--- config.mk ---
export PLATFORM = sky130hd
export DESIGN_NAME = conv_top
export DESIGN_NICKNAME = d
export VERILOG_FILES = /design/src/hdl/conv_pixel_pkg.sv /design/src/hdl/conv_kernel_pkg.sv /design/src/hdl/row_buffer.sv /design/src/hdl/window_regs.sv /design/src/hdl/conv_mac.sv /design/src/hdl/conv_top.sv
export VERILOG_INCLUDE_DIRS = /design/src /design/src/hdl
export SDC_FILE = /design/constraint.sdc
export NUM_CORES = 2
export LEC_CHECK = 0
export ABC_AREA = 1
export BUFFER_PORTS_ARGS = -buffer_cell sky130_fd_sc_hd__buf_2
export CAP_MARGIN = 20
export CORE_MARGIN = 4
export CORE_UTILIZATION = 40
export DETAILED_ROUTE_END_ITERATION = 16
export PLACE_DENSITY = 0.51
export SLEW_MARGIN = 15
export SYNTH_ARGS = -nofsm -noshare
export SYNTH_HDL_FRONTEND = slang
export SYNTH_HIERARCHICAL = 1
export SYNTH_SLANG_ARGS = --single-unit
--- constraint.sdc ---
create_clock -name clk -period 16.7 [get_ports clk]
set_clock_uncertainty 0.15 [all_clocks]
set_input_delay 3.34 -clock clk [delete_from_list [all_inputs] [get_ports clk]]
set_output_delay 3.34 -clock clk [all_outputs]
set_load 0.02 [all_outputs]
--- src/hdl/conv_settings.svh ---
`ifndef CONV_SETTINGS_SVH
`define CONV_SETTINGS_SVH

// pixel words per image line, 3 or more
`define LINE_PAIRS 8

// column counter width, must hold LINE_PAIRS-1
`define LINE_ADDR_W 3

// one lane pixel
`define PIX_W 8

// 3x3 kernel
`define TAPS 9

// lowest lane sum bit kept at the output
`define CONV_SHIFT 7

`endif

--- src/hdl/conv_pixel_pkg.sv ---
`default_nettype none

`include "conv_settings.svh"

package conv_pixel_pkg;

    // one unsigned lane pixel
    typedef logic [`PIX_W-1:0] pix_t;

    // two image planes side by side in one word
    typedef struct packed {
        pix_t hi;
        pix_t lo;
    } pix_pair_t;

    // three rows of one image column, top is the oldest row
    typedef struct packed {
        pix_pair_t top;
        pix_pair_t mid;
        pix_pair_t bot;
        logic      first_col;
        logic      rows_ready;
    } column_t;

    // [column][row], column 0 oldest, row 0 top
    typedef pix_pair_t [2:0][2:0] window_t;

    typedef enum logic [1:0] {
        fill_empty,
        fill_one,
        fill_two,
        fill_full
    } fill_state_t;

endpackage

`default_nettype wire

--- src/hdl/conv_kernel_pkg.sv ---
`default_nettype none

package conv_kernel_pkg;

    // signed kernel tap
    typedef logic signed [7:0] coef_t;

    // row-major, top-left is tap 0
    typedef logic [3:0] tap_idx_t;

    typedef struct packed {
        logic     en;
        tap_idx_t addr;
        coef_t    data;
    } kernel_wr_t;

    // nine 17-bit products fit in 20 bits
    typedef logic signed [19:0] lane_sum_t;

endpackage

`default_nettype wire

--- src/hdl/row_buffer.sv ---
`timescale 1ns/1ps
`default_nettype none

`include "conv_settings.svh"

module row_buffer (
    input  logic                      clk,
    input  logic                      rst,
    input  logic                      pix_valid,
    input  conv_pixel_pkg::pix_pair_t pix_in,
    output logic                      col_valid,
    output conv_pixel_pkg::column_t   col
);

    // line 0 is the previous line, line 1 the one before it
    conv_pixel_pkg::pix_pair_t line0 [`LINE_PAIRS];
    conv_pixel_pkg::pix_pair_t line1 [`LINE_PAIRS];

    logic [`LINE_ADDR_W-1:0] col_cnt;
    logic [1:0]              row_cnt;
    logic                    last_col;

    assign last_col = (int'(col_cnt) == `LINE_PAIRS - 1);

    ////////////////////////////////////////////////////////////
    // column and row counters

    always_ff @(posedge clk) begin
        if (rst) begin
            col_cnt <= '0;
            row_cnt <= '0;
        end else if (pix_valid) begin
            if (last_col) begin
                col_cnt <= '0;
                // saturate once two full lines are stored
                if (row_cnt != 2'd2) begin
                    row_cnt <= row_cnt + 2'd1;
                end
            end else begin
                col_cnt <= col_cnt + 1'b1;
            end
        end
    end

    ////////////////////////////////////////////////////////////
    // line cascade and column output

    always_ff @(posedge clk) begin
        if (rst) begin
            col_valid <= 1'b0;
        end else begin
            col_valid <= pix_valid;
        end
    end

    always_ff @(posedge clk) begin
        if (pix_valid) begin
            col.top        <= line1[col_cnt];
            col.mid        <= line0[col_cnt];
            col.bot        <= pix_in;
            col.first_col  <= (col_cnt == '0);
            col.rows_ready <= (row_cnt == 2'd2);
            // shift this column one line down the cascade
            line1[col_cnt] <= line0[col_cnt];
            line0[col_cnt] <= pix_in;
        end
    end

    a_col_cnt_range: assert property (
        @(posedge clk) disable iff (rst) int'(col_cnt) < `LINE_PAIRS
    ) else $error("row_buffer column counter left the line");

endmodule

`default_nettype wire

--- src/hdl/window_regs.sv ---
`timescale 1ns/1ps
`default_nettype none

module window_regs (
    input  logic                    clk,
    input  logic                    rst,
    input  logic                    col_valid,
    input  conv_pixel_pkg::column_t col,
    output logic                    win_valid,
    output conv_pixel_pkg::window_t win
);

    conv_pixel_pkg::window_t     slots;
    conv_pixel_pkg::fill_state_t fill_state;
    conv_pixel_pkg::fill_state_t fill_next;

    ////////////////////////////////////////////////////////////
    // fill state, restarts at each new line

    always_comb begin
        fill_next = fill_state;
        if (col_valid) begin
            if (col.first_col) begin
                fill_next = conv_pixel_pkg::fill_one;
            end else begin
                case (fill_state)
                    conv_pixel_pkg::fill_empty: fill_next = conv_pixel_pkg::fill_one;
                    conv_pixel_pkg::fill_one:   fill_next = conv_pixel_pkg::fill_two;
                    default:                    fill_next = conv_pixel_pkg::fill_full;
                endcase
            end
        end
    end

    always_ff @(posedge clk) begin
        if (rst) begin
            fill_state <= conv_pixel_pkg::fill_empty;
            win_valid  <= 1'b0;
        end else begin
            fill_state <= fill_next;
            // three columns held and all three rows real
            win_valid  <= col_valid && col.rows_ready &&
                          (fill_next == conv_pixel_pkg::fill_full);
        end
    end

    ////////////////////////////////////////////////////////////
    // column slots, 0 is the oldest

    always_ff @(posedge clk) begin
        if (col_valid) begin
            slots[0]    <= slots[1];
            slots[1]    <= slots[2];
            slots[2][0] <= col.top;
            slots[2][1] <= col.mid;
            slots[2][2] <= col.bot;
        end
    end

    assign win = slots;

    // no window may straddle two lines
    a_no_win_after_first: assert property (
        @(posedge clk) disable iff (rst)
        col_valid && col.first_col |-> ##2 !win_valid
    ) else $error("window_regs window built across a line start");

endmodule

`default_nettype wire

--- src/hdl/conv_mac.sv ---
`timescale 1ns/1ps
`default_nettype none

`include "conv_settings.svh"

module conv_mac (
    input  logic                        clk,
    input  logic                        rst,
    input  conv_kernel_pkg::kernel_wr_t kernel_wr,
    input  logic                        win_valid,
    input  conv_pixel_pkg::window_t     win,
    output logic                        out_valid,
    output conv_pixel_pkg::pix_pair_t   out_data
);

    // unsigned pixel times signed tap
    localparam int PROD_W = 2 * `PIX_W + 1;

    conv_kernel_pkg::coef_t taps [`TAPS];

    logic signed [PROD_W-1:0] prod_hi [`TAPS];
    logic signed [PROD_W-1:0] prod_lo [`TAPS];

    conv_kernel_pkg::lane_sum_t acc_hi;
    conv_kernel_pkg::lane_sum_t acc_lo;
    conv_kernel_pkg::lane_sum_t sum_hi;
    conv_kernel_pkg::lane_sum_t sum_lo;

    logic prod_valid;
    logic sum_valid;

    ////////////////////////////////////////////////////////////
    // kernel taps

    always_ff @(posedge clk) begin
        if (rst) begin
            for (int t = 0; t < `TAPS; t++) begin
                taps[t] <= '0;
            end
        end else if (kernel_wr.en) begin
            taps[kernel_wr.addr] <= kernel_wr.data;
        end
    end

    ////////////////////////////////////////////////////////////
    // stage 1, products per lane

    always_ff @(posedge clk) begin
        if (win_valid) begin
            for (int t = 0; t < `TAPS; t++) begin
                // tap t sits in row t/3, column t%3
                prod_hi[t] <= $signed({1'b0, win[t % 3][t / 3].hi}) * taps[t];
                prod_lo[t] <= $signed({1'b0, win[t % 3][t / 3].lo}) * taps[t];
            end
        end
    end

    ////////////////////////////////////////////////////////////
    // stage 2, adder tree

    always_comb begin
        acc_hi = '0;
        acc_lo = '0;
        for (int t = 0; t < `TAPS; t++) begin
            acc_hi = acc_hi + prod_hi[t];
            acc_lo = acc_lo + prod_lo[t];
        end
    end

    always_ff @(posedge clk) begin
        if (prod_valid) begin
            sum_hi <= acc_hi;
            sum_lo <= acc_lo;
        end
    end

    // stage 3, keep the selected byte of each lane sum
    always_ff @(posedge clk) begin
        if (sum_valid) begin
            out_data.hi <= sum_hi[`CONV_SHIFT +: `PIX_W];
            out_data.lo <= sum_lo[`CONV_SHIFT +: `PIX_W];
        end
    end

    // valid travels with the data
    always_ff @(posedge clk) begin
        if (rst) begin
            prod_valid <= 1'b0;
            sum_valid  <= 1'b0;
            out_valid  <= 1'b0;
        end else begin
            prod_valid <= win_valid;
            sum_valid  <= prod_valid;
            out_valid  <= sum_valid;
        end
    end

    a_tap_addr: assert property (
        @(posedge clk) disable iff (rst)
        kernel_wr.en |-> int'(kernel_wr.addr) < `TAPS
    ) else $error("conv_mac kernel write beyond last tap");

endmodule

`default_nettype wire

--- src/hdl/conv_top.sv ---
`timescale 1ns/1ps
`default_nettype none

module conv_top (
    input  logic                        clk,
    input  logic                        rst,
    input  logic                        pix_valid,
    input  conv_pixel_pkg::pix_pair_t   pix_in,
    input  conv_kernel_pkg::kernel_wr_t kernel_wr,
    output logic                        out_valid,
    output conv_pixel_pkg::pix_pair_t   out_data
);

    logic                    col_valid;
    conv_pixel_pkg::column_t col;
    logic                    win_valid;
    conv_pixel_pkg::window_t win;

    // raster pixels in, three-row columns out
    row_buffer u_row_buffer (
        .clk       (clk),
        .rst       (rst),
        .pix_valid (pix_valid),
        .pix_in    (pix_in),
        .col_valid (col_valid),
        .col       (col)
    );

    window_regs u_window_regs (
        .clk       (clk),
        .rst       (rst),
        .col_valid (col_valid),
        .col       (col),
        .win_valid (win_valid),
        .win       (win)
    );

    // both lanes, 3 cycles
    conv_mac u_conv_mac (
        .clk       (clk),
        .rst       (rst),
        .kernel_wr (kernel_wr),
        .win_valid (win_valid),
        .win       (win),
        .out_valid (out_valid),
        .out_data  (out_data)
    );

endmodule

`default_nettype wire

# --- Yosys cells after proc, flatten, opt, wreduce, memory -nomap -nowiden ---
# Memory sizes are Yosys's and may differ from the RTL's. A register that Yosys moved wholly into a read port is not among the register bits.
# Cells that the tools add are included.
classes:
  addsub: 18
  n_mul: 18
  div_mod_pow: 0
  n_lt_le_gt_ge: 0
  n_eq_ne: 5
  shift: 0
  muxes: 18
  bitwise: 0
  n_reduce_logical: 6
op_table:
  columns: ["operator", "count"]
  rows:
  - ["multiplier 9 x 8 -> 17 bit", 18]
  - ["adder 15 bit", 16]
  - ["two-way mux 1 bit", 10]
  - ["two-way mux 3 bit", 3]
  - ["two-way mux 8 bit", 1]
  - ["OR reduction 8 bit", 1]
  - ["equality test 2 bit, second input constant", 2]
  - ["two-way mux 2 bit", 2]
  - ["two-way mux 4 bit", 1]
  - ["one-hot mux 2 bit (2 select lines)", 1]
  - ["adder 3 x 1 -> 3 bit, second input constant", 1]
  - ["equality test 3 x 1 -> 1 bit, second input constant", 1]
  - ["logical NOT 3 bit", 1]
  - ["AND reduction 3 bit", 1]
  - ["adder 2 x 1 -> 2 bit, second input constant", 1]
  - ["equality test 2 x 1 -> 1 bit, second input constant", 1]
  - ["logical AND 1 bit", 2]
  - ["logical NOT 2 bit", 1]
  - ["!= test 2 bit, second input constant", 1]
word_totals:
  regBits: 236
  latchBits: 0
  mem_bits_rw: 634
  romBits: 0
  in_bits: 32
  output_inout_bits: 17
  n_memories: 5
mem_list:
  columns: ["name", "words", "width", "read_ports", "rd_clocked_by_memory_dff", "write_ports", "line", "rtl"]
  rows:
  - ["u_conv_mac.prod_hi", 9, 17, 9, 0, 9, "conv_mac.sv:21", "logic signed [PROD_W-1:0] prod_hi [`TAPS];"]
  - ["u_conv_mac.prod_lo", 9, 17, 9, 0, 9, "conv_mac.sv:22", "logic signed [PROD_W-1:0] prod_lo [`TAPS];"]
  - ["u_row_buffer.line0", 8, 16, 1, 1, 1, "row_buffer.sv:16", "conv_pixel_pkg::pix_pair_t line0 [`LINE_PAIRS];"]
  - ["u_row_buffer.line1", 8, 16, 1, 1, 1, "row_buffer.sv:17", "conv_pixel_pkg::pix_pair_t line1 [`LINE_PAIRS];"]
  - ["u_conv_mac.taps", 9, 8, 9, 0, 9, "conv_mac.sv:19", "conv_kernel_pkg::coef_t taps [`TAPS];"]

# --- Longest topological paths before layout ---
depth:
  ltp_word: 8
  depth_mapped: 21

# --- Hierarchy ---
# The synthesis kept the hierarchy.
modules_own_cells:
  columns: ["module", "instances", "cells_per_inst", "area_each_um2"]
  rows:
  - ["conv_mac", 1, 6751, 57293.7]
  - ["row_buffer", 1, 1173, 12886.1]
  - ["window_regs", 1, 162, 4446.8]

# --- Worst setup path before layout ---
# No wires, ideal clock.
synth_path:
  path_kind: "register to register"
  start: "reg u_window_regs.win_valid"
  end: "mem u_conv_mac/prod_hi[0][0] (netlist name) (enable)"
  setup_time_ns: 0.658
  arrival_time_ns: 6.208
  required_time_ns: 15.892
  slack_ns: 9.684
  path_stages_with_launch: 1
  path_buffers: 0
  path_cell_list: "dfxtp_1"
synth_rtl:
  columns: ["element", "line", "rtl"]
  rows:
  - ["start, declared", "window_regs.sv:9", "output logic win_valid,"]
  - ["start signal, assigned", "window_regs.sv:42", "win_valid <= col_valid && col.rows_ready &&"]
  - ["end, declared", "conv_mac.sv:21", null]

==> flow_results.org <==
** Run status
- The flow ran to the end, and the final reports show no timing, DRC or antenna violations.

** Route
- First DRT Iteration DRCs :: 3178
- Post-detailed-route count of antenna-violating nets :: 0
- DR WL/cell :: about 18 µm
- The final route contains 49370 vias.
- Residual DRC :: 0
- Count of TritonRoute iterations in the first routing pass :: 6
- Average via count per standard cell :: 4.699
- The routed design has between 150 and 200 mm of wire.

** Critical path
- Type of destination of the critical path :: register
- At the worst endpoint, the arrival time is around 5200 ps.
- In this run the worst setup path begins at rst.
- CP Data Required Time :: roughly 17000 ps
- CP Max Fanout :: 11
- Kind of cell with the highest combined delay on the critical path :: simple AND/OR/NAND/NOR gates
- STA classifies the critical path startpoint as an input port.
- In this run the register-to-register setup slack is 11790 ps.
- Biggest cell delay along the critical path :: roughly 520 ps
- The critical path contains buffers and inverters numbering 3 combined.
- CP Cell Sequence :: buf_2, buf_4, clkinv_2, nand2_4, nor3b_4, nand2_4, nand2_1
- The startpoint identified for the worst register-to-register timing path is u_conv_mac/taps[2][2].
- The worst setup path is of the input port to register kind.
- Among the stages of the critical path, the cell type that occurs most often is nand2_4.
- The slowest stage of the critical path is the nor3b_4 cell.
- FF-to-FF End :: u_conv_mac/prod_hi[0][46]
- Length in cells of the worst reg-to-reg path :: 15

** Timing
- After layout, the worst setup slack is between 10000 and 15000 ps.
- Setup violations remaining at the end of the flow were counted as 0.
- Unrepaired setup endpoints after global routing :: no
- The worst path uses between 20% and 30% of the clock period.
- After routing, the total negative slack on setup checks comes to 0 ps.
- Highest clock frequency the design can meet :: ~200 MHz
- Total count of max-transition violations in the final report :: 0
- Worst rel slew slack :: 26.47%
- Min Clock Period, post-route :: between 4000 and 5000 ps
- Slew @ Worst Pin :: 1100 ps
- The total count of hold-check failures in the final report is 0.

** Yosys
- In the post-synthesis netlist, the biggest area contributors are edfxtp_1, fa_1, inv_1.
- Yosys printed 6 warnings.
- The average instance in the mapped netlist occupies slightly above 9 µm².
- In the synthesized netlist, the number of instances is a little over 8000.
- Count of state elements after synthesis :: between 800 and 900
- When the netlist entered floorplanning its net count stood at a little under 10000.
- Post-synth top area share :: between 30% and 40%
- The synthesized netlist occupies a cell area of roughly 75000 µm².
- Counting flops with a built-in enable in the synthesized netlist gives just over 800.
- Asr flop ratio synth :: 0%
- Post-synth cell types :: 43
- Largest area contributor in the netlist :: edfxtp_1
- For this run, the register share of the synthesized area comes to 33.56%.
- Ranking of synthesized cells by instance count :: inv_1, nand2_1, fa_1
- Flip-flop cell with the highest count after synthesis :: edfxtp_1
- By instance count, the leading cell after synthesis is inv_1.

** Clocking
- In this run the number of H-tree levels came out at 3.
- Clock sinks :: ~840
- Clock tree buffer depth :: 3
- Number of post-CTS setup repair buffers :: 0
- The tree is rooted in a clkbuf_16.
- For this design, the CTS-stage hold fixing added 0 buffers.
- After clock tree synthesis, the clock-pin slew on the worst setup and hold paths is 60 ps.
- # resized after CTS :: 0
- Buffers inserted during clock tree synthesis total 101.
- TritonCTS built the clock tree.
- Clock latency on the worst-skew pair :: just under 800 ps

** Finish
- Cells with a size suffix above 1 make up under 10% of the layout.
- Fraction of the core area covered by cells at the end of the flow :: a little over two fifths
- Fill cells in the final layout number between 15000 and 20000.
- The multi-input combinational cells in the finished layout cover a total of 39500 µm².
- Layout overhead on the synthesized area :: 7.602%
- Net count of the finished layout :: about 9500
- Register Area :: around 25000 µm²

** GRT
- The initial antenna violation count is 14.
- Overall global routing resource usage :: about a fifth
- Number of global-route vias before repair :: 51320
- First-pass GRT wire length :: between 200 and 300 mm
- After global routing the overflow that remains totals 0.
- Entering global routing, the biggest net connects 75 pins.

** Worst hold path
- Hold worst-path end :: u_window_regs/win[133]
- In this run the most critical hold path is launched from u_row_buffer/col[7].
- Kind of path behind the tightest hold check :: register to register
- Cell count of the worst hold path :: 0

** Floorplanning
- Width of the die :: between 400 and 500 µm
- Total Die Area :: between 150000 and 200000 µm²
- Once the floorplan was initialized, standard cells occupied 40.24% of the core.
- Standard cell core area :: 185400 µm²
- The floorplan has 158 rows.
- From bottom edge to top edge, the die measures between 400 and 500 µm.
- During I/O placement, the number of pins put on the boundary was slightly below 50.

** Placed design
- Port buffering added 48 buffers.
- At the end of routability-driven placement, the weighted congestion stood at about 0.91.
- Timing analysis after detailed placement gives a worst setup slack of approximately 11000 ps.
- Placed wire-length estimate after detailed placement :: around 150 mm

** Power and ir drop
- The analysis attributes to cell leakage a power of 42.44 nW.
- The design draws just under 0.009 W.
- Total power divided by cell area :: roughly 110 nW/µm²
- The worst-case IR drop observed on VDD is roughly 0.096 mV.

** Run
- Across the run, the number of max-cap violations was 0.
metal layers:
layer	GRT usage [%]	wire length [µm]	vias up	part of all wire, %
met5	0	13	-	0.0068
li1	-	-	23600	-
met3	2.994	9185	227	4.8
met2	34.35	91800	1056	48
met1	27.20	84010	24480	44
met4	6.051	6089	2	3.2
report_power, final:
part	leakage [nW]	total (W)	switching, W	internal, W
clock network	1.62	0.00220	0.000968	0.00123
registers	7.71	0.00274	0.000129	0.00261
logic	33.1	0.00372	0.00231	0.00141
total	42.4	0.00866	0.00340	0.00525
state kept, by name (all words and copies together) (netlist names), named ones only:
register / flops
u_row_buffer/col_cnt: 3
u_conv_mac/prod_valid: 1
u_conv_mac/sum_lo: 8
u_row_buffer/line1: 128
u_conv_mac/out_valid: 1
u_conv_mac/prod_hi: 135
u_conv_mac/prod_lo: 135
u_window_regs/win: 144
u_conv_mac/sum_valid: 1
u_row_buffer/col_valid: 1
u_row_buffer/line0: 128
u_conv_mac/out_data: 16
u_window_regs/fill_state: 2
u_conv_mac/taps: 72
u_conv_mac/sum_hi: 8
u_window_regs/win_valid: 1
u_row_buffer/col: 50
u_row_buffer/row_cnt: 2
layout make-up:
cell class                 count  share of cell area, %
timing repair buffer          71                 0.5547
clock buffer                 115                  3.238
inverter                    2351                  10.99
sequential                   839                  31.20
antenna                        4                0.01247
clock inverter                73                 0.9442
tap                         2480                  3.864
multi-input combinational   4573                  49.19
kinds of logic after synthesis:
logic type | share of synthesized area (%)
adders and majority gates | 34.19
xor gates and xnor gates | 3.051
DFF | 33.56
buffers and inverters | 13.58
and+or+nand+nor | 13.39
AOI/OAI and AO/OA | 2.223
how the worst max path moves through the flow:
stage | slack, ps | cells past startpoint | to
after floorplan | 9680 | 0 | u_conv_mac/prod_hi[0][0]
after global placement | 10980 | 7 | u_conv_mac/taps[0][0]
after detailed placement | 10960 | 7 | u_conv_mac/taps[0][6]
after CTS | 11680 | 1 | out_data[9]
after global routing | 11510 | 15 | u_conv_mac/prod_hi[0][46]
final | 11710 | 7 | u_conv_mac/taps[6][6]
metrics by stage:
stage | instances | hold WS, ps | area [µm²]
2_1_floorplan | 8086 | 250.3 | 74630
3_3_place_gp | 10310 | 251.7 | 76880
3_5_place_dp | 10310 | 254.5 | 76900
4_1_cts | 10500 | 261.1 | 80260
5_1_grt | 10500 | 264.2 | 80290
6_report | 10510 | 261.3 | 80300
placed cells by master (no fill, tap or decap), drive strengths merged, types with 11 or more instances in the layout:
master   Yosys  layout
a21o        11      11
a21oi      161     161
buf         57      71
clkbuf     266     115
clkinv       9      63
dfxtp       15      15
edfxtp     824     824
fa         852     852
ha         676     676
inv       2342    2348
nand2     1860    1860
nand3      202     202
nand4       38      38
nor2       316     316
nor3        19      19
o2111ai     18      18
o21ai       65      65
o21bai      22      22
or2         56      56
xnor2      133     133
xor2       127     127
(Power assumes the default switching activity.)
